File: src/source/cpu_pkg.sv
// constants for the reduced core and only the kept MIPS32 opcodes and funct codes are listed
package cpu_pkg;

    localparam int REG_W      = 32;
    localparam int REG_ADDR_W = 5;
    localparam int DIV_STEPS  = 32;

    localparam logic [REG_W-1:0] RESET_PC = '0;

    // primary opcodes
    localparam logic [5:0] OP_SPECIAL = 6'b000000;
    localparam logic [5:0] OP_J       = 6'b000010;
    localparam logic [5:0] OP_BEQ     = 6'b000100;
    localparam logic [5:0] OP_BNE     = 6'b000101;
    localparam logic [5:0] OP_ORI     = 6'b001101;
    localparam logic [5:0] OP_LUI     = 6'b001111;

    // funct field of OP_SPECIAL
    localparam logic [5:0] FN_SLL  = 6'b000000;
    localparam logic [5:0] FN_MFHI = 6'b010000;
    localparam logic [5:0] FN_MFLO = 6'b010010;
    localparam logic [5:0] FN_MULT = 6'b011000;
    localparam logic [5:0] FN_DIV  = 6'b011010;
    localparam logic [5:0] FN_DIVU = 6'b011011;
    localparam logic [5:0] FN_ADDU = 6'b100001;
    localparam logic [5:0] FN_SUBU = 6'b100011;
    localparam logic [5:0] FN_AND  = 6'b100100;
    localparam logic [5:0] FN_OR   = 6'b100101;
    localparam logic [5:0] FN_XOR  = 6'b100110;
    localparam logic [5:0] FN_SLT  = 6'b101010;

    // operation carried from decode to execute
    typedef enum logic [3:0] {
        ALU_NOP, ALU_ADD, ALU_SUB, ALU_AND, ALU_OR, ALU_XOR, ALU_SLT,
        ALU_SLL, ALU_LUI, ALU_MULT, ALU_DIV, ALU_DIVU, ALU_MFHI, ALU_MFLO
    } alu_op_e;

endpackage

File: src/source/regfile.sv
// combinational reads with no write bypass since decode forwards from writeback itself
`timescale 1ns/1ps
module regfile (
    input  logic                           clk,
    input  logic                           rst_n_i,
    input  logic                           we_i,
    input  logic [cpu_pkg::REG_ADDR_W-1:0] waddr_i,
    input  logic [cpu_pkg::REG_W-1:0]      wdata_i,
    input  logic [cpu_pkg::REG_ADDR_W-1:0] raddr1_i,
    input  logic [cpu_pkg::REG_ADDR_W-1:0] raddr2_i,
    output logic [cpu_pkg::REG_W-1:0]      rdata1_o,
    output logic [cpu_pkg::REG_W-1:0]      rdata2_o,
    input  logic                           hilo_we_i,
    input  logic [cpu_pkg::REG_W-1:0]      hi_i,
    input  logic [cpu_pkg::REG_W-1:0]      lo_i,
    output logic [cpu_pkg::REG_W-1:0]      hi_o,
    output logic [cpu_pkg::REG_W-1:0]      lo_o
);
    import cpu_pkg::*;

    logic [REG_W-1:0] gpr_q [2**REG_ADDR_W];

    always_ff @(posedge clk) begin
        if (!rst_n_i) begin
            for (int i = 0; i < 2**REG_ADDR_W; i++) begin
                gpr_q[i] <= '0;
            end
            hi_o <= '0;
            lo_o <= '0;
        end else begin
            if (we_i && waddr_i != '0) begin
                gpr_q[waddr_i] <= wdata_i;
            end
            if (hilo_we_i) begin
                hi_o <= hi_i;
                lo_o <= lo_i;
            end
        end
    end

    // r0 always reads zero
    assign rdata1_o = (raddr1_i == '0) ? '0 : gpr_q[raddr1_i];
    assign rdata2_o = (raddr2_i == '0) ? '0 : gpr_q[raddr2_i];

endmodule

File: config.mk
export PLATFORM = sky130hd
export DESIGN_NAME = regfile
export DESIGN_NICKNAME = d
export VERILOG_FILES = /design/src/source/cpu_pkg.sv /design/src/source/regfile.sv
export SDC_FILE = /design/constraint.sdc
export NUM_CORES = 2
export LEC_CHECK = 0
export ABC_AREA = 0
export BUFFER_PORTS_ARGS = -buffer_cell sky130_fd_sc_hd__buf_2
export CORE_UTILIZATION = 40
export DETAILED_ROUTE_END_ITERATION = 16
export GPL_TIMING_DRIVEN = 0
export HOLD_SLACK_MARGIN = 0.05
export PLACE_DENSITY = 0.63
export SLEW_MARGIN = 20
export SYNTH_ARGS = -nofsm -noshare
export SYNTH_HDL_FRONTEND = slang
export SYNTH_SLANG_ARGS = --single-unit
File: constraint.sdc
create_clock -name clk -period 4.35 [get_ports clk]
set_input_delay 0.2175 -clock clk [delete_from_list [all_inputs] [get_ports clk]]
set_output_delay 0.2175 -clock clk [all_outputs]
set_load 0.02 [all_outputs]
== Yosys cells after proc, flatten, opt, wreduce, memory -nomap -nowiden ==
Memory sizes are Yosys's and may differ from the RTL's.
Cells that the tools add are included.
Word-level totals
  memories: 1
  RAM bits: 1024
  bits of input ports: 115
  word-level logic and storage cells: 17
  register bits after elaboration: 64
  output and inout bits: 128
Memory list
  gpr_q: words 32, bits a word 32, read ports 2, clocked after Yosys merged registers in 0, write ports 32, line regfile.sv:21  | logic [REG_W-1:0] gpr_q [2**REG_ADDR_W];
Operators by class
  muxes and demuxes: 9
  reductions and logical operators: 5
Operator list (number)
  $mux 32: 3
  $reduce_or 32->1: 1
  $logic_not 5->1: 2
  $mux 1: 5
  $mux 5: 1
  $reduce_bool 5->1: 1
  $logic_and 1x1->1: 1

== Longest topological paths before layout ==
  depth in word-level cells: 7
  mapped depth: 9
  depth with buffers taken out: 4

== Least setup slack after synthesis ==
Ideal clock, no wire load.
  kind: in2reg
  from: input port rst_n_i
  to: memory gpr_q[24][0] (enable)
  slack: 0.594 ns
  setup time: 0.466 ns
  arrival: 3.291 ns
  data required time: 3.884 ns
  path buffers: 2
  cell stages on the path: 5
  cell sequence: buf_2 > nand2_1 > or3_1 > clkbuf_1 > o21ai_0
RTL lines
  start: declaration: line regfile.sv:5  | input logic rst_n_i,
  end: declaration: line regfile.sv:21

== Final worst setup path ==
  from: input port raddr2_i[2] in the netlist's numbering
  to: output port rdata2_o[29] in the netlist's numbering
Between the ends
  cells in the longest elaborated chain, start to end: 2
  elaborated cells between the ends (all ways): 3
  those cells by class: 1 x mux; 1 x reduce/logical; 1 x memory
Ends and longest elaborated chain
  start: declaration: line regfile.sv:10  | input logic [cpu_pkg::REG_ADDR_W-1:0] raddr2_i,
  $mem_v2 32x32 or $logic_not 5->1 (tied branches)
  $mux 32 (*): line regfile.sv:43  | assign rdata2_o = (raddr2_i == '0) ? '0 : gpr_q[raddr2_i];
  end: declaration: line regfile.sv:12  | output logic [cpu_pkg::REG_W-1:0] rdata2_o,
Every way passes the cells marked *; elsewhere a longest branch is shown, timed or not.

==> flow_metrics.env <==
export IMPL_hold_path_class="in2reg"
export IMPL_final_util_pct=48.0
export IMPL_clk_pin_slew_ps=60
export IMPL_stdcell_area_um2=67100
export IMPL_p_leak_uw=0.0237
export IMPL_dp_hpwl_um=162000
export IMPL_fp_dieW_um=378
export IMPL_vias=39100
export IMPL_viasPerCell=6.26
export IMPL_tightest_slew_ps=1260
export IMPL_drtIter0Drc=6006
export IMPL_clock_skew_ps=0
export IMPL_io_pins=243
export IMPL_row_count=137
export IMPL_arrival_ps=4290
export IMPL_required_ps=4130
export IMPL_wl_per_cell_um=35.9
export IMPL_layout_commonest_cell="edfxtp_1"
export IMPL_drive_gt1_share_pct=26.2
export IMPL_cts_buffer_depth=3
export IMPL_area_growth_pct=18.8
export IMPL_drc_errors=0
export IMPL_crit_path_start_kind="primary input"
export IMPL_grt_pass1_wl_um=305000
export IMPL_synth_main_ff_cell="edfxtp_1"
export IMPL_gp_congestion=1.01
export IMPL_slew_headroom_pct=16.1
export IMPL_post_route_period_util_pct=104
export IMPL_cts_htree_levels=3
export IMPL_netlist_area_um2=56400
export IMPL_layout_common_cells="edfxtp_1 (1024), and2_1 (996), mux4_2 (469)"
export IMPL_drv_slew=0
export IMPL_initial_core_util_pct=40.4
export IMPL_synth_edf_count=1024
export IMPL_dpl_cell_area_um2=62100
export IMPL_path_max_fanout=10
export IMPL_totalWireLength_um=224000
export IMPL_cpPeakStageDelay_ps=670
export IMPL_antenna_found_initial=19
export IMPL_die_area_um2=143000
export IMPL_outcome="finished, violations left"
export IMPL_endpoint_kind="primary output"
export IMPL_yosys_area_top_type="edfxtp_1"
export IMPL_irDropWorstVdd_v=0.000365
export IMPL_postSynthAreaPerCell_um2=15.2
export IMPL_yosysTopAreaCellShare_pct=54.5
export IMPL_yosys_warnings=0
export IMPL_ant_nets=0
export IMPL_synth_cells=3715
export IMPL_powerDensity_nw_per_um2=394
export IMPL_nNetsFinal=4377
export IMPL_finalWorstSetupSlack_ps=-162
export IMPL_fmax_ghz=0.222
export IMPL_maxCapViolations=0
export IMPL_synthTopCellsByArea="edfxtp_1 (54%), mux4_2 (19%), and2_1 (11%), mux2i_1 (3.9%), dfxtp_1 (2.3%)"
export IMPL_final_min_clock_period_ps=4510
export IMPL_finalSetupTns_ps=-327
export IMPL_synth_seq_cells=1088
export IMPL_cts_sinks=1088
export IMPL_finalHoldViolations=0
export IMPL_rsz0062_at_grt="no"
export IMPL_violations="setup timing"
export IMPL_dr_pass1_iters=6
export IMPL_crit_path_cell_trace="buf_2, buf_2, buf_4, nand3b_1, clkbuf_2, o221ai_1, a211oi_1, nor3_1, buf_2"
export IMPL_grt_pass1_vias=38200
export IMPL_n_fill_cell=11900
export IMPL_synth_distinct_cells=44
export IMPL_io_buffers=235
export IMPL_path_class="in2out"
export IMPL_final_setup_viol_count=4
export IMPL_critPathSlowestCell="nand3b_1"
export IMPL_cts_tree="done"
export IMPL_cp_common_cell="buf_2"
export IMPL_grt_max_degree=25
export IMPL_grt_overflow=0
export IMPL_clk_latency_ps=760
export IMPL_core_um2=140000
export IMPL_numCtsBuffers=116
export IMPL_yosysSeqAreaShare_pct=56.7
export IMPL_synth_async_reset_ratio_pct=0
export IMPL_track_usage_pct=31.3
export IMPL_die_h_um=378
export IMPL_root_buffer="clkbuf_16"
[cell families after synthesis]
family                 Yosys count  synth area share (%)
AOI/OAI and AO/OA              291                  3.83
buffers and inverters          404                  3.31
DFF                           1088                  56.7
muxes                          718                  23.2
other                            1               0.00664
and+or+nand+nor               1213                  12.9
[path summary, 6_finish.rpt]
path	start	to	slack, ps	depth (start not counted)
hold / removal	rst_n_i	gpr_q[14][22]$_SDFFCE_PN0P_	140	2
setup reg to reg	hi_o[31]$_SDFFE_PN0P_	hi_o[31]$_SDFFE_PN0P_	3160	3
setup / recovery	raddr2_i[2]	rdata2_o[29]	-160	9
hold reg to reg	hi_o[21]$_SDFFE_PN0P_	hi_o[21]$_SDFFE_PN0P_	500	2
[stage by stage]
stage	worst slack, ps	power [µW]	hold WS [ps]	instances
final	-162	26400	140	6241
after CTS	9.93	26300	94.2	6236
after floorplan	594	14400	365	3746
after global placement	-3090	15900	450	5857
after detailed placement	-56.2	16100	460	5919
after global routing	8.01	26900	133	6237
[cell usage after synthesis (all sizes together), types with 5 or more instances]
master / instances
a2111oi: 29
a211oi: 34
a21oi: 10
a22o: 51
a22oi: 18
and2: 996
buf: 115
clkbuf: 287
dfxtp: 64
edfxtp: 1024
mux2: 30
mux2i: 218
mux4: 470
nand2: 9
nand2b: 6
nand3: 5
nand3b: 5
nor2: 100
nor2b: 15
nor3: 54
nor4: 8
o21ai: 33
o221ai: 27
o22ai: 79
[worst max-delay path: cells and delay by family]
kind,cells,cell delay (ps)
AOI/OAI and AO/OA,2,510
buffers and inverters,5,2200
and+or+nand+nor,2,1320
[where the power goes]
group	switching [µW]	leakage [µW]	internal [µW]	total, µW
registers	317	0.0103	12000	12300
logic	2250	0.0115	1490	3740
clock network	4490	0.00189	5840	10300
total	7060	0.0237	19300	26400
[layout make-up]
| type | instances | area [µm²] | area share [%] |
|---|---|---|---|
| clock buffer | 140 | 3100 | 4.62 |
| multi-input combinational | 2254 | 23100 | 34.4 |
| timing repair buffer | 398 | 3820 | 5.69 |
| inverter | 2 | 7.51 | 0.0112 |
| sequential | 1088 | 32000 | 47.8 |
| buffer | 402 | 1890 | 2.82 |
| tap | 1876 | 2350 | 3.50 |
| clock inverter | 77 | 777 | 1.16 |
| antenna | 4 | 10.0 | 0.0149 |
[flip-flops by register name (all words and copies together), names as in the netlist]
name and flops:
hi_o 32, gpr_q 1024, lo_o 32
[per-layer routing]
layer | share of wire, % | global-route usage, %
met1 | 36 | 39.5
met2 | 45 | 47.4
met3 | 14 | 10.9
met4 | 6.0 | 16.2
met5 | 0.063 | 0
[what timing repair did]
| item | 4_1_cts | 5_1_grt |
|---|---|---|
| cloned | 0 | 0 |
| hold buffers | 100 | 0 |
| resized for setup | 2 | 11 |
| pin swaps | 0 | 0 |
| buffers inserted | 0 | 0 |
| endpoints found under the hold margin | 96 | 0 |
| endpoints found under the setup margin | 2 | 8 |
No activity file was read; power rests on OpenSTA's default activity.
