### src/source/cpu_pkg.sv
// constants for the reduced core and only the kept MIPS32 opcodes and funct codes are listed
package cpu_pkg;

    localparam int REG_W      = 32;
    localparam int REG_ADDR_W = 5;
    localparam int DIV_STEPS  = 32;

    localparam logic [REG_W-1:0] RESET_PC = '0;

    // primary opcodes
    localparam logic [5:0] OP_SPECIAL = 6'b000000;
    localparam logic [5:0] OP_J       = 6'b000010;
    localparam logic [5:0] OP_BEQ     = 6'b000100;
    localparam logic [5:0] OP_BNE     = 6'b000101;
    localparam logic [5:0] OP_ORI     = 6'b001101;
    localparam logic [5:0] OP_LUI     = 6'b001111;

    // funct field of OP_SPECIAL
    localparam logic [5:0] FN_SLL  = 6'b000000;
    localparam logic [5:0] FN_MFHI = 6'b010000;
    localparam logic [5:0] FN_MFLO = 6'b010010;
    localparam logic [5:0] FN_MULT = 6'b011000;
    localparam logic [5:0] FN_DIV  = 6'b011010;
    localparam logic [5:0] FN_DIVU = 6'b011011;
    localparam logic [5:0] FN_ADDU = 6'b100001;
    localparam logic [5:0] FN_SUBU = 6'b100011;
    localparam logic [5:0] FN_AND  = 6'b100100;
    localparam logic [5:0] FN_OR   = 6'b100101;
    localparam logic [5:0] FN_XOR  = 6'b100110;
    localparam logic [5:0] FN_SLT  = 6'b101010;

    // operation carried from decode to execute
    typedef enum logic [3:0] {
        ALU_NOP, ALU_ADD, ALU_SUB, ALU_AND, ALU_OR, ALU_XOR, ALU_SLT,
        ALU_SLL, ALU_LUI, ALU_MULT, ALU_DIV, ALU_DIVU, ALU_MFHI, ALU_MFLO
    } alu_op_e;

endpackage

### src/source/div.sv
// restoring divider taking DIV_STEPS+2 cycles to ready and one cycle for a zero divisor, no annul
`timescale 1ns/1ps
module div (
    input  logic                      clk,
    input  logic                      rst_n_i,
    input  logic                      start_i,
    input  logic                      signed_i,
    input  logic [cpu_pkg::REG_W-1:0] opa_i,
    input  logic [cpu_pkg::REG_W-1:0] opb_i,
    output logic                      ready_o,
    output logic [cpu_pkg::REG_W-1:0] quot_o,
    output logic [cpu_pkg::REG_W-1:0] rem_o
);
    import cpu_pkg::*;

    typedef enum logic [1:0] {S_IDLE, S_RUN, S_DONE} state_e;

    state_e                         state_q;
    logic [$clog2(DIV_STEPS+1)-1:0] cnt_q;
    logic [REG_W-1:0]               quo_q;
    logic [REG_W-1:0]               rem_q;
    logic [REG_W-1:0]               dvs_q;
    logic                           neg_quo_q;
    logic                           neg_rem_q;
    logic [REG_W-1:0]               abs_a;
    logic [REG_W-1:0]               abs_b;
    logic [REG_W:0]                 shifted;
    logic [REG_W+1:0]               trial;

    assign abs_a   = (signed_i && opa_i[REG_W-1]) ? -opa_i : opa_i;
    assign abs_b   = (signed_i && opb_i[REG_W-1]) ? -opb_i : opb_i;
    assign shifted = {rem_q, quo_q[REG_W-1]};
    assign trial   = {1'b0, shifted} - {2'b00, dvs_q};

    always_ff @(posedge clk) begin
        if (!rst_n_i) begin
            state_q <= S_IDLE;
            cnt_q   <= '0;
        end else begin
            case (state_q)
                S_IDLE: if (start_i) begin
                    cnt_q   <= '0;
                    state_q <= (opb_i == '0) ? S_DONE : S_RUN;
                end
                // last run cycle fixes the signs
                S_RUN: begin
                    cnt_q <= cnt_q + 1'b1;
                    if (int'(cnt_q) == DIV_STEPS) begin
                        state_q <= S_DONE;
                    end
                end
                default: state_q <= S_IDLE;
            endcase
        end
    end

    always_ff @(posedge clk) begin
        if (state_q == S_IDLE && start_i) begin
            neg_quo_q <= signed_i && (opa_i[REG_W-1] ^ opb_i[REG_W-1]);
            neg_rem_q <= signed_i && opa_i[REG_W-1];
            dvs_q     <= abs_b;
            // zero divisor loads the final result straight away
            quo_q     <= (opb_i == '0) ? '1 : abs_a;
            rem_q     <= (opb_i == '0) ? opa_i : '0;
        end else if (state_q == S_RUN) begin
            if (int'(cnt_q) < DIV_STEPS) begin
                quo_q <= {quo_q[REG_W-2:0], !trial[REG_W+1]};
                rem_q <= trial[REG_W+1] ? shifted[REG_W-1:0] : trial[REG_W-1:0];
            end else begin
                quo_q <= neg_quo_q ? -quo_q : quo_q;
                rem_q <= neg_rem_q ? -rem_q : rem_q;
            end
        end
    end

    assign ready_o = (state_q == S_DONE);
    assign quot_o  = quo_q;
    assign rem_o   = rem_q;

endmodule

### config.mk
export PLATFORM = sky130hd
export DESIGN_NAME = div
export DESIGN_NICKNAME = d
export VERILOG_FILES = /design/src/source/cpu_pkg.sv /design/src/source/div.sv
export SDC_FILE = /design/constraint.sdc
export NUM_CORES = 1
export LEC_CHECK = 0
export BUFFER_PORTS_ARGS = -buffer_cell sky130_fd_sc_hd__buf_4
export CAP_MARGIN = 20
export CORE_UTILIZATION = 64
export DETAILED_ROUTE_END_ITERATION = 6
export GPL_ROUTABILITY_DRIVEN = 1
export PLACE_DENSITY = 0.87
export REMOVE_ABC_BUFFERS = 1
export SETUP_SLACK_MARGIN = 0.05
export SYNTH_ARGS = -nofsm -noshare
export SYNTH_HDL_FRONTEND = slang
export SYNTH_SLANG_ARGS = --single-unit
### constraint.sdc
create_clock -name clk -period 4.94 [get_ports clk]
set_clock_uncertainty 0.1 [all_clocks]
set_input_delay 0.247 -clock clk [delete_from_list [all_inputs] [get_ports clk]]
set_output_delay 0.247 -clock clk [all_outputs]
set_load 0.02 [all_outputs]
# --- After elaboration in Yosys (flattened, before gate mapping) ---
# Index checks and enable logic that the tools add are counted.
totals:
  inputBits: 68
  ff_bits: 106
classes:
  reduce_logical: 15
  eq_ne: 5
  n_bitwise: 1
  mux: 19
  addsub: 6
  magnitude_cmp: 1
ops:
  columns: ["cell", "count"]
  rows:
  - ["32-bit 2-to-1 mux", 13]
  - ["32-bit negation", 4]
  - ["33-bit by 32-bit subtractor with 34-bit output", 1]
  - ["32-bit logical NOT", 1]
  - ["6-bit one-hot mux with 2 select lines", 1]
  - ["2-bit AND reduction", 4]
  - ["6-bit by 1-bit adder with 6-bit output (second input constant)", 1]
  - ["6-bit equality test (second input constant)", 1]
  - ["6-bit < comparator (second input constant)", 1]
  - ["2-bit 2-to-1 mux", 3]
  - ["6-bit 2-to-1 mux", 1]
  - ["3-bit nonzero test", 2]
  - ["1-bit logical AND", 4]
  - ["2-bit != test (second input constant)", 2]
  - ["2-bit one-hot mux with 2 select lines", 1]
  - ["2-bit nonzero test", 2]
  - ["2-bit by 1-bit equality test with 1-bit output (second input constant)", 1]
  - ["2-bit equality test (second input constant)", 1]
  - ["2-bit logical NOT", 1]
  - ["1-bit logical NOT", 1]
  - ["1-bit XOR", 1]

# --- Logic depth before layout (Yosys ltp) ---
logic_depth:
  depth_word: 5
  ltp_mapped: 12
  depth_no_buf: 11

# --- Worst setup path after synthesis ---
# OpenSTA, ideal clock, no wires.
synth_timing:
  path_type: "reg-to-reg"
  from: "reg quo_q[31] (netlist: quot_o[31])"
  to: "reg rem_q[20] (netlist: rem_o[20]), data pin"
  arrival_time_ps: 2864
  setup_ps: 261
  stages_incl_launch_ff: 13
  period_less_slack_ps: 3225
  slack_ps: 1715
  path_buffers: 1
  cell_sequence: "edfxtp_1 inv_1 ha_1 inv_1 fa_1 a21o_1 a31o_2 and4_1 or2_2 clkbuf_1 a211oi_1 xnor2_1 a221o_1"
synth_via:
  elab_chain_cells: 5
synth_lines:
  columns: ["element", "line", "text"]
  rows:
  - ["from (decl)", "div.sv:20", "logic [REG_W-1:0] quo_q;"]
  - ["from (signal assigned)", "div.sv:63", "quo_q <= (opb_i == '0) ? '1 : abs_a;"]
  - ["from (signal assigned)", "div.sv:67", "quo_q <= {quo_q[REG_W-2:0], !trial[REG_W+1]};"]
  - ["from (signal assigned)", "div.sv:70", "quo_q <= neg_quo_q ? -quo_q : quo_q;"]
  - ["33-bit by 32-bit subtractor with 34-bit output", "div.sv:33", "assign trial = {1'b0, shifted} - {2'b00, dvs_q};"]
  - ["32-bit 2-to-1 mux", "div.sv:68", "rem_q <= trial[REG_W+1] ? shifted[REG_W-1:0] : trial[REG_W-1:0];"]
  - ["32-bit 2-to-1 mux", "div.sv:66", "if (int'(cnt_q) < DIV_STEPS) begin"]
  - ["32-bit 2-to-1 mux", "div.sv:65", "end else if (state_q == S_RUN) begin"]
  - ["32-bit 2-to-1 mux", "div.sv:58", "if (state_q == S_IDLE && start_i) begin"]
  - ["to (signal assigned)", "div.sv:64", "rem_q <= (opb_i == '0) ? opa_i : '0;"]
  - ["to (signal assigned)", "div.sv:68", null]
  - ["to (signal assigned)", "div.sv:71", "rem_q <= neg_rem_q ? -rem_q : rem_q;"]
  - ["to (decl)", "div.sv:21", "logic [REG_W-1:0] rem_q;"]
# No other way between the ends. The select of a mux whose other input is x is not followed.
# A chain may end at the register's enable or synchronous reset.

# --- Final worst setup path ---
layout_timing:
  from: "reg rem_q[9] (netlist: rem_o[9])"
  to: "reg rem_q[1] (netlist: rem_o[1]), data pin"
layout_via:
  elab_chain_cells: 5
layout_lines:
  columns: ["element", "line"]
  rows:
  - ["33-bit by 32-bit subtractor with 34-bit output", "div.sv:33"]
  - ["32-bit 2-to-1 mux", "div.sv:68"]
  - ["32-bit 2-to-1 mux", "div.sv:66"]
  - ["32-bit 2-to-1 mux", "div.sv:65"]
  - ["32-bit 2-to-1 mux", "div.sv:58"]
# No other way between the ends. The select of a mux whose other input is x is not followed.

==> impl_metrics.tcl <==
set metrics [dict create \
    status "completed" \
    ff2ff_path_depth 8 \
    post-synth-top-count-cell "edfxtp_1" \
    syn_area_sq_um 9532 \
    holdPathStages 2 \
    worstSkewPairLatency_ns 0.36 \
    tightestPinTransition_ns 0.9212 \
    placed_cells 1373 \
    ctsHoldBuffers 1 \
    rsz0062_at_grt "false" \
    hp-start "rst_n_i" \
    cts_resized 0 \
    vias_per_cell 6.588 \
    die_area_sq_um 15380 \
    dpl.hpwl_um 20130 \
    ys_seq_elements 106 \
    crit_family "compound AO/OA/AOI/OAI gates" \
    power_leakage_uw 0.004169 \
    yosysSeqAreaShare 0.3255 \
    worstPathArrival_ns 3.76 \
    cts_tree "built" \
    synth-edff-count 98 \
    clk_path_buf_depth 2 \
    critPathMaxStageDelay_ns 0.64 \
    diodes 0 \
    grt_pass1_wl_um 40670 \
    endpoint_kind "register" \
    io_pins 133 \
    cp_max_fo 16 \
    min_path_type "in2reg" \
    antenna_found_initial 0 \
    drive_above_1_share 0.1534 \
    die_height_um 124.0 \
    r2r_start "rem_o[9]" \
    rows 44 \
    grt_remaining_overflow 0 \
    first_iter_violations 1074 \
    portBuffers 132 \
    postSynthAreaPerCell_sq_um 8.634 \
    period_minus_slack_ns 3.624 \
    cp_cell_sequence "ha_1, and4_1, nand3_2, a2111oi_4, o21ai_2, o311a_4, nor3_4, a221o_1" \
    synth_common_cells "edfxtp_1, nand2_1, o21ai_0, nor2_1, xnor2_1" \
    ys_types 85 \
    whs_ns 0.04419 \
    relSlewSlack 0.3855 \
    synthCells 1104 \
    vdd_ir_drop_max_mv 0.2455 \
    p_per_area_nw_per_um2 503.5 \
    timing.critical_path.required_ns 5.08 \
    ctsRootBufferMaster "clkbuf_16" \
    fin_tns_setup_ns 0 \
    postCtsSetupRepairBufs 0 \
    firstDrtPassIters 6 \
    die_x_um 124.0 \
    area_delta_synth_final_pct 14.10 \
    ant_nets 0 \
    setup_violations 0 \
    reg2reg_to "rem_o[1]" \
    finalHoldViolCount 0 \
    crit_type "reg2reg" \
    drc 0 \
    max_freq_ghz 0.2760 \
    r2r_setup_slack_ns 1.32 \
    start_kind "register" \
    grt_pass1_vias 8106 \
    htree_levels 3 \
    vias 9158 \
    period_share 0.7336 \
    synth_top_flop_cell "edfxtp_1" \
    drv_slew 0 \
    yosys_warnings 0 \
    avgRoutedWirePerCell_um 18.87 \
    synth_top_area_share 0.3087 \
    core-area_sq_um 14530 \
    path_clk_slew_ns 0.07 \
    initial_core_util 0.6558 \
    cts_buffers 9 \
    min_to "cnt_q[2]" \
    fin_nets 1308 \
    cts.sinks 106 \
    crit_buf_inv 0 \
    gp_congestion 1.001 \
    finalNonFillerCells 1390 \
    cp_slowest_cell "nor3_4" \
    grt_max_degree 58 \
    synth_area_leaders "edfxtp_1, xnor2_1, ha_1" \
    track_usage 0.3443 \
    yosys.area.top_type "edfxtp_1" \
    max-cap-violations 0 \
    wirelength_um 26220 \
    async_flop_share 0 \
]
-- where the power goes --
part	total, uW	leakage (uW)	internal [uW]	switching (uW)
clock network	706	0.000137	370	335
registers	1650	0.00104	1290	362
logic	3120	0.00299	1290	1830
total	5480	0.00417	2950	2520
-- cells by family (layout without fill, tap and decap cells) --
| kind of cell | after synthesis | count (layout) | synth area share |
|---|---|---|---|
| buffers and inverters | 119 | 221 | 0.05054 |
| DFF | 106 | 106 | 0.3255 |
| muxes | 5 | 5 | 0.005251 |
| and+or+nand+nor | 365 | 365 | 0.2020 |
| adders and majority gates | 39 | 39 | 0.05198 |
| AOI/OAI and AO/OA | 357 | 357 | 0.2608 |
| xor gates and xnor gates | 113 | 113 | 0.1038 |
-- state kept, by name, indices dropped and copies added (netlist names) --
| name | flops |
|---|---|
| dvs_q | 32 |
| cnt_q | 6 |
| neg_quo_q | 1 |
| rem_o | 32 |
| neg_rem_q | 1 |
| state_q | 2 |
| quot_o | 32 |
-- through the flow --
step | cell area, sq um | util | power (uW) | setup WS [ns]
after floorplan | 9286 | - | 3731 | 1.431
after global placement | 10590 | 0.7287 | 4637 | 1.458
after detailed placement | 10590 | 0.7287 | 4687 | 1.421
after CTS | 10880 | 0.7483 | 5394 | 1.386
after global routing | 10880 | 0.7483 | 5795 | 1.100
final | 10880 | 0.7483 | 5476 | 1.316
-- cell type report --
cell class / count / area [sq um]
Multi-Input combinational cell: 879 / 5961
Fill cell: 1141 / 3659
Sequential cell: 106 / 3104
Timing Repair Buffer: 142 / 1069
Clock buffer: 14 / 264.0
Inverter: 63 / 236.5
Tap cell: 184 / 230.2
Clock inverter: 2 / 11.26
-- worst max-delay path by stage --
| stage | start | endpoint | slack [ns] | cells after the start |
|---|---|---|---|---|
| floorplan | opb_i[1] | rem_o[7] | 1.43 | 8 |
| CTS | rem_o[9] | rem_o[1] | 1.39 | 8 |
| global route | opb_i[0] | quot_o[8] | 1.10 | 11 |
| finish | rem_o[9] | rem_o[1] | 1.32 | 8 |
| detailed placement | rem_o[9] | rem_o[1] | 1.42 | 8 |
| global placement | rem_o[9] | rem_o[1] | 1.46 | 8 |
-- layer usage --
layer	vias to the layer above	share of wire	global-route usage
li1	4390	-	-
met1	4293	0.42	0.4496
met2	432	0.48	0.5736
met3	43	0.082	0.06181
met4	0	0.021	0.1190
met5	-	0	0
-- worst reg2reg max path, delay by kind of cell (launching register included) --
| kind | cells | cell delay [ns] |
|---|---|---|
| AO/OA/AOI/OAI | 4 | 1.33 |
| AND/OR/NAND/NOR | 3 | 1.05 |
| flip-flops | 1 | 0.54 |
| adder cells (fa/ha/maj) | 1 | 0.48 |
-- cells in the final DEF (no fill, tap or decap), drive strengths merged, types with 12 or more instances in the layout --
cell    instances
inv            64
nor3           39
ha             38
o31ai          17
xor2           40
buf           141
clkbuf         14
o21ai          84
or4            12
a31oi          14
nor2           75
nand3          18
edfxtp         98
and3           13
nand2          90
xnor2          73
nand2b         13
o311ai         12
and2           20
or3            16
o211ai         19
o21a           14
a22oi          22
a221o          14
a21oi          71
nor4           28
Note: power is estimated with default switching activity, not from simulation.
