$ cat config.mk
export PLATFORM = sky130hd
export DESIGN_NAME = id_ex
export DESIGN_NICKNAME = d
export VERILOG_FILES = /design/src/source/cpu_pkg.sv /design/src/source/id_ex.sv
export SDC_FILE = /design/constraint.sdc
export NUM_CORES = 1
export LEC_CHECK = 0
export BUFFER_PORTS_ARGS = -buffer_cell sky130_fd_sc_hd__buf_2
export CORE_UTILIZATION = 43
export CTS_BUF_LIST = sky130_fd_sc_hd__clkbuf_4 sky130_fd_sc_hd__clkbuf_8
export CTS_CLUSTER_SIZE = 28
export DETAILED_ROUTE_END_ITERATION = 10
export PLACE_DENSITY_LB_ADDON = 0.05
export SLEW_MARGIN = 15
export SYNTH_ARGS = -nofsm -noshare
export SYNTH_HDL_FRONTEND = slang
export SYNTH_SLANG_ARGS = --single-unit
$ cat constraint.sdc
create_clock -name clk -period 1.9 [get_ports clk]
set_clock_uncertainty 0.1 [all_clocks]
set_input_delay 0.095 -clock clk [delete_from_list [all_inputs] [get_ports clk]]
set_output_delay 0.095 -clock clk [all_outputs]
set_load 0.02 [all_outputs]
$ cat src/source/cpu_pkg.sv
// constants for the reduced core and only the kept MIPS32 opcodes and funct codes are listed
package cpu_pkg;

    localparam int REG_W      = 32;
    localparam int REG_ADDR_W = 5;
    localparam int DIV_STEPS  = 32;

    localparam logic [REG_W-1:0] RESET_PC = '0;

    // primary opcodes
    localparam logic [5:0] OP_SPECIAL = 6'b000000;
    localparam logic [5:0] OP_J       = 6'b000010;
    localparam logic [5:0] OP_BEQ     = 6'b000100;
    localparam logic [5:0] OP_BNE     = 6'b000101;
    localparam logic [5:0] OP_ORI     = 6'b001101;
    localparam logic [5:0] OP_LUI     = 6'b001111;

    // funct field of OP_SPECIAL
    localparam logic [5:0] FN_SLL  = 6'b000000;
    localparam logic [5:0] FN_MFHI = 6'b010000;
    localparam logic [5:0] FN_MFLO = 6'b010010;
    localparam logic [5:0] FN_MULT = 6'b011000;
    localparam logic [5:0] FN_DIV  = 6'b011010;
    localparam logic [5:0] FN_DIVU = 6'b011011;
    localparam logic [5:0] FN_ADDU = 6'b100001;
    localparam logic [5:0] FN_SUBU = 6'b100011;
    localparam logic [5:0] FN_AND  = 6'b100100;
    localparam logic [5:0] FN_OR   = 6'b100101;
    localparam logic [5:0] FN_XOR  = 6'b100110;
    localparam logic [5:0] FN_SLT  = 6'b101010;

    // operation carried from decode to execute
    typedef enum logic [3:0] {
        ALU_NOP, ALU_ADD, ALU_SUB, ALU_AND, ALU_OR, ALU_XOR, ALU_SLT,
        ALU_SLL, ALU_LUI, ALU_MULT, ALU_DIV, ALU_DIVU, ALU_MFHI, ALU_MFLO
    } alu_op_e;

endpackage

$ cat src/source/id_ex.sv
// holds its contents under stall and never makes a bubble of its own
`timescale 1ns/1ps
module id_ex (
    input  logic                           clk,
    input  logic                           rst_n_i,
    input  logic                           stall_i,
    input  cpu_pkg::alu_op_e               alu_op_i,
    input  logic [cpu_pkg::REG_W-1:0]      opa_i,
    input  logic [cpu_pkg::REG_W-1:0]      opb_i,
    input  logic [cpu_pkg::REG_ADDR_W-1:0] shamt_i,
    input  logic                           dest_we_i,
    input  logic [cpu_pkg::REG_ADDR_W-1:0] dest_addr_i,
    output cpu_pkg::alu_op_e               ex_alu_op_o,
    output logic [cpu_pkg::REG_W-1:0]      ex_opa_o,
    output logic [cpu_pkg::REG_W-1:0]      ex_opb_o,
    output logic [cpu_pkg::REG_ADDR_W-1:0] ex_shamt_o,
    output logic                           ex_dest_we_o,
    output logic [cpu_pkg::REG_ADDR_W-1:0] ex_dest_addr_o
);
    import cpu_pkg::*;

    always_ff @(posedge clk) begin
        if (!rst_n_i) begin
            ex_alu_op_o  <= ALU_NOP;
            ex_dest_we_o <= 1'b0;
        end else if (!stall_i) begin
            ex_alu_op_o    <= alu_op_i;
            ex_dest_we_o   <= dest_we_i;
            ex_opa_o       <= opa_i;
            ex_opb_o       <= opb_i;
            ex_shamt_o     <= shamt_i;
            ex_dest_addr_o <= dest_addr_i;
        end
    end

endmodule

=== Yosys cells after proc, flatten, opt, wreduce, memory -nomap -nowiden ===
Cells that the tools add are included.

* Register bits after elaboration: 79
* Output and inout bits: 79

* Bitwise gates (word level): 1
* Reductions and logical operators: 1

{| class="wikitable"
|+ Operator list
! operator !! number
|-
| AND reduction 2 bit || 1
|-
| inverter 1 bit || 1
|}

=== Depth between registers and ports, before layout ===
Gate-level depths: netlist of the first run.

* Word-level depth: 2
* Mapped depth: 3
* Mapped depth without buffers: 2

=== Least setup slack after synthesis of the first run ===
No wires, ideal clock.

* Kind: input to register
* Start point: input stall_i
* End point: register ex_dest_addr_o[0] (netlist name), enable pin
* Arrival: 1240 ps
* Required time: 1401 ps
* Slack: 161 ps
* Cell stages on the path: 2
* Buffers on the path: 1
* Cell sequence: buf_6 > and2b_2

* Word-level cells in the longest chain between the ends: 2

{| class="wikitable"
|+ RTL lines
! element !! RTL line !! RTL
|-
| start, declared || id_ex.sv:6 || <nowiki>input logic stall_i,</nowiki>
|-
| inverter 1 bit (no source line) || - ||
|-
| AND reduction 2 bit (no source line) || - ||
|-
| end signal, assigned || id_ex.sv:32 || <nowiki>ex_dest_addr_o <= dest_addr_i;</nowiki>
|-
| end, declared || id_ex.sv:18 || <nowiki>output logic [cpu_pkg::REG_ADDR_W-1:0] ex_dest_addr_o</nowiki>
|}

Every way passes these cells.
A chain may end at the register's enable or synchronous reset.

==> results of run 1 <==
[layout make-up]
cell class / instances / area (µm²)
Timing Repair Buffer: 246 / 1680
Tap cell: 70 / 87.6
Clock buffer: 12 / 146
Multi-Input combinational cell: 11 / 91.3
Clock inverter: 2 / 10.0
Sequential cell: 79 / 2320
Fill cell: 304 / 931
[sequential cells by signal, indices dropped and copies added, names as in the netlist]
register	count
ex_opa_o	32
ex_alu_op_o	4
ex_opb_o	32
ex_dest_addr_o	5
ex_shamt_o	5
ex_dest_we_o	1
[worst min-delay path by stage]
stage / startpoint / endpoint / slack, ns / cells after the start
after detailed placement: opb_i[21] / ex_opb_o[21]$_DFFE_PP_ / 0.17 / 1
after floorplan: dest_addr_i[0] / ex_dest_addr_o[0]$_DFFE_PP_ / 0.09 / 0
after global routing: rst_n_i / ex_opb_o[23]$_DFFE_PP_ / 0.24 / 2
after CTS: rst_n_i / ex_opa_o[18]$_DFFE_PP_ / 0.24 / 2
final: rst_n_i / ex_shamt_o[1]$_DFFE_PP_ / 0.25 / 2
after global placement: opa_i[27] / ex_opa_o[27]$_DFFE_PP_ / 0.17 / 1
[metal layers]
layer	vias up	track usage, %	part of all wire [%]
met2	101	38.2	54
met3	11	4.40	6.7
li1	867	-	-
met4	0	9.81	1.6
met1	840	22.4	37
met5	-	0	0
[cell usage after synthesis (all sizes together)]
master / number / share of area, %
edfxtp: 74 / 92
nor2b: 5 / 1.3
dfxtp: 5 / 4.1
mux2i: 5 / 2.1
buf: 1 / 0.46
and2b: 1 / 0.36
[cells in the final DEF, fill, tap and decap left out, drive strengths merged]
master         n
dfxtp          5
clkinv         2
mux2i          5
edfxtp        74
dlygate4sd3   84
buf          162
clkbuf        12
and2b          1
nor2b          5
[power breakdown]
part           internal (mW)  switching, mW
clock network          0.500          0.507
logic                  0.260          0.270
registers               2.03         0.0292
total                   2.79          0.807
[critical path, cell delays in order]
cell,delay (ns)
dlygate4sd3_1,0.54
buf_2,0.12
mux2i_1,0.16
nor2b_1,0.07
dlygate4sd3_1,0.55
[stage by stage]
stage | instance area, µm² | setup WS (ns)
after global placement | 3340 | 0.548
after detailed placement | 3340 | 0.534
after floorplan | 2420 | 0.161
after CTS | 4340 | 0.561
final | 4340 | 0.475
after global routing | 4340 | 0.431
[kinds of logic after synthesis]
group         count (synthesis)
buf+inv                       1
flops                        79
mux                           5
simple gates                  6
[timing repair]
action / CTS / global route
hold buffers: 84 / 0
setup buffers: 0 / 0
setup endpoints to repair: 0 / 0
endpoints found under the hold margin: 79 / 0
==> summary.md, run 1 <==
| Metric | Value |
|---|---|
| Fin Hold WS | 0.249 ns |
| Worst setup path start | alu_op_i[3] |
| Initial Utilization | 46.0% |
| GRT Util Overall | 20.7% |
| TritonRoute pass-1 iters | 4 |
| Routed Antenna Nets | 0 |
| #FFs+latches synth | 79 |
| Pin count of the biggest net entering global routing | 31 |
| Total Wirelength | 6.02 mm |
| Chip width | 77.1 µm |
| Final Hold Viols | 0 |
| Yosys cell types | 6 |
| FF-to-FF End | ex_alu_op_o[2]$_SDFFE_PN0N_ |
| Syn Area/Cell | 26.6 µm² |
| CP Class | in2reg |
| Clk buf depth | 2 |
| Startpoint Class | input pin |
| Post-layout nets | 429 |
| Compound-cell area share of the yosys netlist | 0% |
| R2R depth | 3 |
| Main combinational cell family by area after synthesis | multiplexers |
| Root Buffer | clkbuf_8 |
| Tmin final | 1.43 ns |
| H-tree depth | 3 |
| DR vias/cell | 4.33 |
| Critical Path Sink | ex_alu_op_o[3]$_SDFFE_PN0N_ |
| Post-Layout Cell Count | 420 |
| Rows | 26 |
| Layout cells sized above 1 | 50.6% |
| Post-route total power | 3.60 mW |
| Post-synthesis cell area | 0.00242 mm² |
| TritonCTS clock tree | done |
| Die Area | 0.00594 mm² |
| Number of port buffers | 160 |
| Reg-to-reg startpoint | ex_alu_op_o[2]$_SDFFE_PN0N_ |
| Worst-Margin Slew | 0.303 ns |
| Xor/xnor share of the synthesized area | 0% |
| Setup TNS | 0 ns |
| Synthesized Nets | 173 |
| Share of the yosys chip area belonging to registers | 95.8% |
| Yosys synthesis warning count | 0 |
| Max-Slew Margin vs Limit | 79.8% |
| Core ar. | 0.00527 mm² |
| Ports | 161 |
| HP Class | in2reg |
| First-pass GRT wire length | 8.97 mm |
| N_diodes | 0 |
| Die height | 77.1 µm |
| Number of global-route vias before repair | 1893 |
| Reg-to-reg setup timing slack | 0.56 ns |
| Mux cell area share after synthesis | 2.07% |
| Worst-path clk slew | 0.07 ns |
| Max-Cap Viols | 0 |
| Num CTS Buffers | 9 |
| Worst skew pair latency | 0.31 ns |
| Worst EP arrival | 1.53 ns |
| GR Overflow Total | 0 |
| Via Count | 1819 |
| Wire length per cell | 14.3 µm |
| Syn Inst Count | 91 |
| P&R area growth vs syn | 79.0% |
| Final HPWL DP | 3.39 mm |
| CP Max Fanout | 1 |
| Simple-gate share of the synthesized area | 1.65% |
| Max IR drop VDD | 0.530 mV |
| RSZ-0062 raised after global routing | no |
| Post-layout util | 82.3% |
| Final period utilization | 75.0% |
| Pleak | 1.88 nW |
| Synth Area in Adders | 0% |
| Status | completed |
| GPL Wtd Cong | 0.760 |
| Initial DRC count | 70 |
| Post-route DRC | 0 |
| Power density cells | 829 mW/mm² |
| Post-CTS Resized | 0 |
| Slew Limit Fails | 0 |
| Initial antenna violation count | 0 |
| Fmax | 702 MHz |
| Req. time, crit path | 2.00 ns |
| Crit end category | flop |
| Post-Place Cells | 322 |
| CTS Sinks | 79 |
| Setup-failing EPs final | 0 |
No activity file was read; power rests on OpenSTA's default activity.
==> run 2: changes to the inputs <==
- CORE_UTILIZATION: 43 -> 39
- clock period: 1.9 -> 1.25 ns (I/O delays scaled with it)
==> summary.md, run 2 (synthesis gave the netlist of run 1 again) <==
| Metric | Value |
|---|---|
| RSZ-0062 raised after global routing | no |
| Worst-path clk slew | 0.07 ns |
| Critical Path Sink | ex_opa_o[11]$_DFFE_PP_ |
| Clk pwr share | 27.6% |
| Clk buf depth | 2 |
| Req. time, crit path | 1.19 ns |
| Pleak | 1.87 nW |
| Layout cells sized above 1 | 51.4% |
| P_int | 4.17 mW |
| Post-layout nets | 428 |
| TritonRoute pass-1 iters | 4 |
| Number of global-route vias before repair | 1810 |
| Worst skew pair latency | 0.32 ns |
| Setup-failing EPs final | 0 |
| WL met1 | 2.15 mm |
| Routed wl met2 | 3.09 mm |
| Most frequent cells in the layout | buf_2 (159), dlygate4sd3_1 (80), edfxtp_1 (74) |
| Final period utilization | 96.8% |
| CP Max Fanout | 20 |
| Slew Limit Fails | 0 |
| Post-Layout Cell Count | 425 |
| Tmin final | 1.21 ns |
| Switching pwr | 1.26 mW |
| R2R depth | 2 |
| Critical Path Slowest Stage Cell | dlygate4sd3_1 |
| Initial DRC count | 75 |
| Max IR drop VDD | 0.901 mV |
| GR Overflow Total | 0 |
| Startpoint Class | input pin |
| Chip width | 80.8 µm |
| TritonCTS clock tree | done |
| FF-to-FF End | ex_alu_op_o[1]$_SDFFE_PN0N_ |
| Crit end category | flop |
| Root Buffer | clkbuf_8 |
| Number of port buffers | 160 |
| Rows | 28 |
| CP Class | in2reg |
| Worst-Margin Slew | 0.136 ns |
| Commonest non-fill, non-tap cell in the layout | buf_2 |
| GPL Wtd Cong | 0.733 |
| Num CTS Buffers | 9 |
| Cell chain of the critical path | dlygate4sd3_1 > buf_4 > and2b_4 > clkbuf_16 |
| Ports | 161 |
| Multi-input logic area | 91.3 µm² |
| Top flop regs | ex_opa_o: 32 flops, ex_opb_o: 32 flops |
| CTS Sinks | 79 |
| Initial Utilization | 40.7% |
| Routed Antenna Nets | 0 |
| Final Hold Viols | 0 |
| Status | completed |
| Post-route DRC | 0 |
| Worst setup path start | rst_n_i |
| Critical Path Max Stage Delay | 0.53 ns |
| Register area | 0.00232 mm² |
| Via Count | 1763 |
| Wire length on met3 | 475 µm |
| Post-Place Cells | 329 |
| Reg-to-reg setup timing slack | 0.53 ns |
| Wire length per cell | 13.6 µm |
| Power density cells | 1250 mW/mm² |
| Sw Ratio | 23.3% |
| Part of the power in combinational logic | 14.8% |
| Final HPWL DP | 3.55 mm |
| Fin Hold WS | 0.0631 ns |
| Max-Cap Viols | 0 |
| Initial antenna violation count | 0 |
| First-pass GRT wire length | 8.10 mm |
| Reg-to-reg startpoint | ex_alu_op_o[1]$_SDFFE_PN0N_ |
| Fmax | 826 MHz |
| Die height | 80.8 µm |
| DP Worst Slack | 0.135 ns |
| Core ar. | 0.00596 mm² |
| Max-Slew Margin vs Limit | 90.7% |
| Worst EP arrival | 1.15 ns |
| Die Area | 0.00653 mm² |
| Filler cell count | 422 |
| Post-layout util | 72.9% |
| Total Wirelength | 5.80 mm |
| N_diodes | 0 |
| Top layer in use | met4 |
| Pin count of the biggest net entering global routing | 41 |
| DR vias/cell | 4.15 |
| P&R area growth vs syn | 79.2% |
| GRT Util Overall | 17.4% |
| Worst setup margin | 0.0400 ns |
| HP Class | in2reg |
| H-tree depth | 3 |
| Flop pwr share | 57.6% |
run 2: changes by cell type in the layout (fill, tap and decap cells not counted):
cell | before | now
clkinv_1 | 0 | 1
buf_2 | 160 | 159
clkbuf_16 | 0 | 1
clkinv_2 | 2 | 5
clkbuf_4 | 3 | 0
dlygate4sd3_1 | 84 | 80
buf_4 | 0 | 3
run 2: cell type report:
cell class / count / share of cell area [%]
multi-input combinational: 11 / 2.10
clock buffer: 9 / 2.85
sequential: 79 / 53.5
tap: 75 / 2.16
timing repair buffer: 245 / 38.8
clock inverter: 6 / 0.662
run 2: routing by layer:
layer	vias to the layer above	global-route usage [%]
met5	-	0
met4	0	7.86
met2	96	32.5
li1	867	-
met3	8	5.62
met1	792	17.4
run 2: what timing repair did:
item | 4_1_cts | 5_1_grt
endpoints found under the hold margin | 79 | 0
hold buffers | 80 | 0
endpoints found under the setup margin | 0 | 40
gates resized for setup | 0 | 1
buffers inserted | 0 | 0
run 2: stage by stage:
step	setup TNS (ns)	area (µm²)	total power [mW]
3_5_place_dp	0	3360	3.79
2_1_floorplan	-13.82	2430	3.48
6_report	0	4340	5.43
3_3_place_gp	0	3360	3.78
4_1_cts	0	4320	5.49
5_1_grt	0	4340	5.65
run 2: worst max-delay path: cells and delay by family:
family	cells	cell delay, ns
simple gates	1	0.22
buf+inv	3	0.87
run 2: power by group through the flow:
stage	Combinational, mW	Sequential, mW	Clock [mW]
after floorplan	0.0587	3.42	0
after CTS	0.797	3.13	1.56
after detailed placement	0.604	3.18	0
after global placement	0.599	3.18	0
after global routing	0.860	3.14	1.65
final	0.806	3.13	1.50
run 2: worst min path at each step:
stage	startpoint	cells past startpoint	slack, ns	to
after floorplan	dest_addr_i[0]	0	0.06	ex_dest_addr_o[0]$_DFFE_PP_
after global placement	opb_i[11]	1	0.14	ex_opb_o[11]$_DFFE_PP_
after detailed placement	opb_i[11]	1	0.14	ex_opb_o[11]$_DFFE_PP_
after CTS	stall_i	4	0.04	ex_dest_we_o$_SDFFE_PN0N_
after global routing	stall_i	4	0.09	ex_alu_op_o[0]$_SDFFE_PN0N_
final	stall_i	4	0.06	ex_dest_we_o$_SDFFE_PN0N_
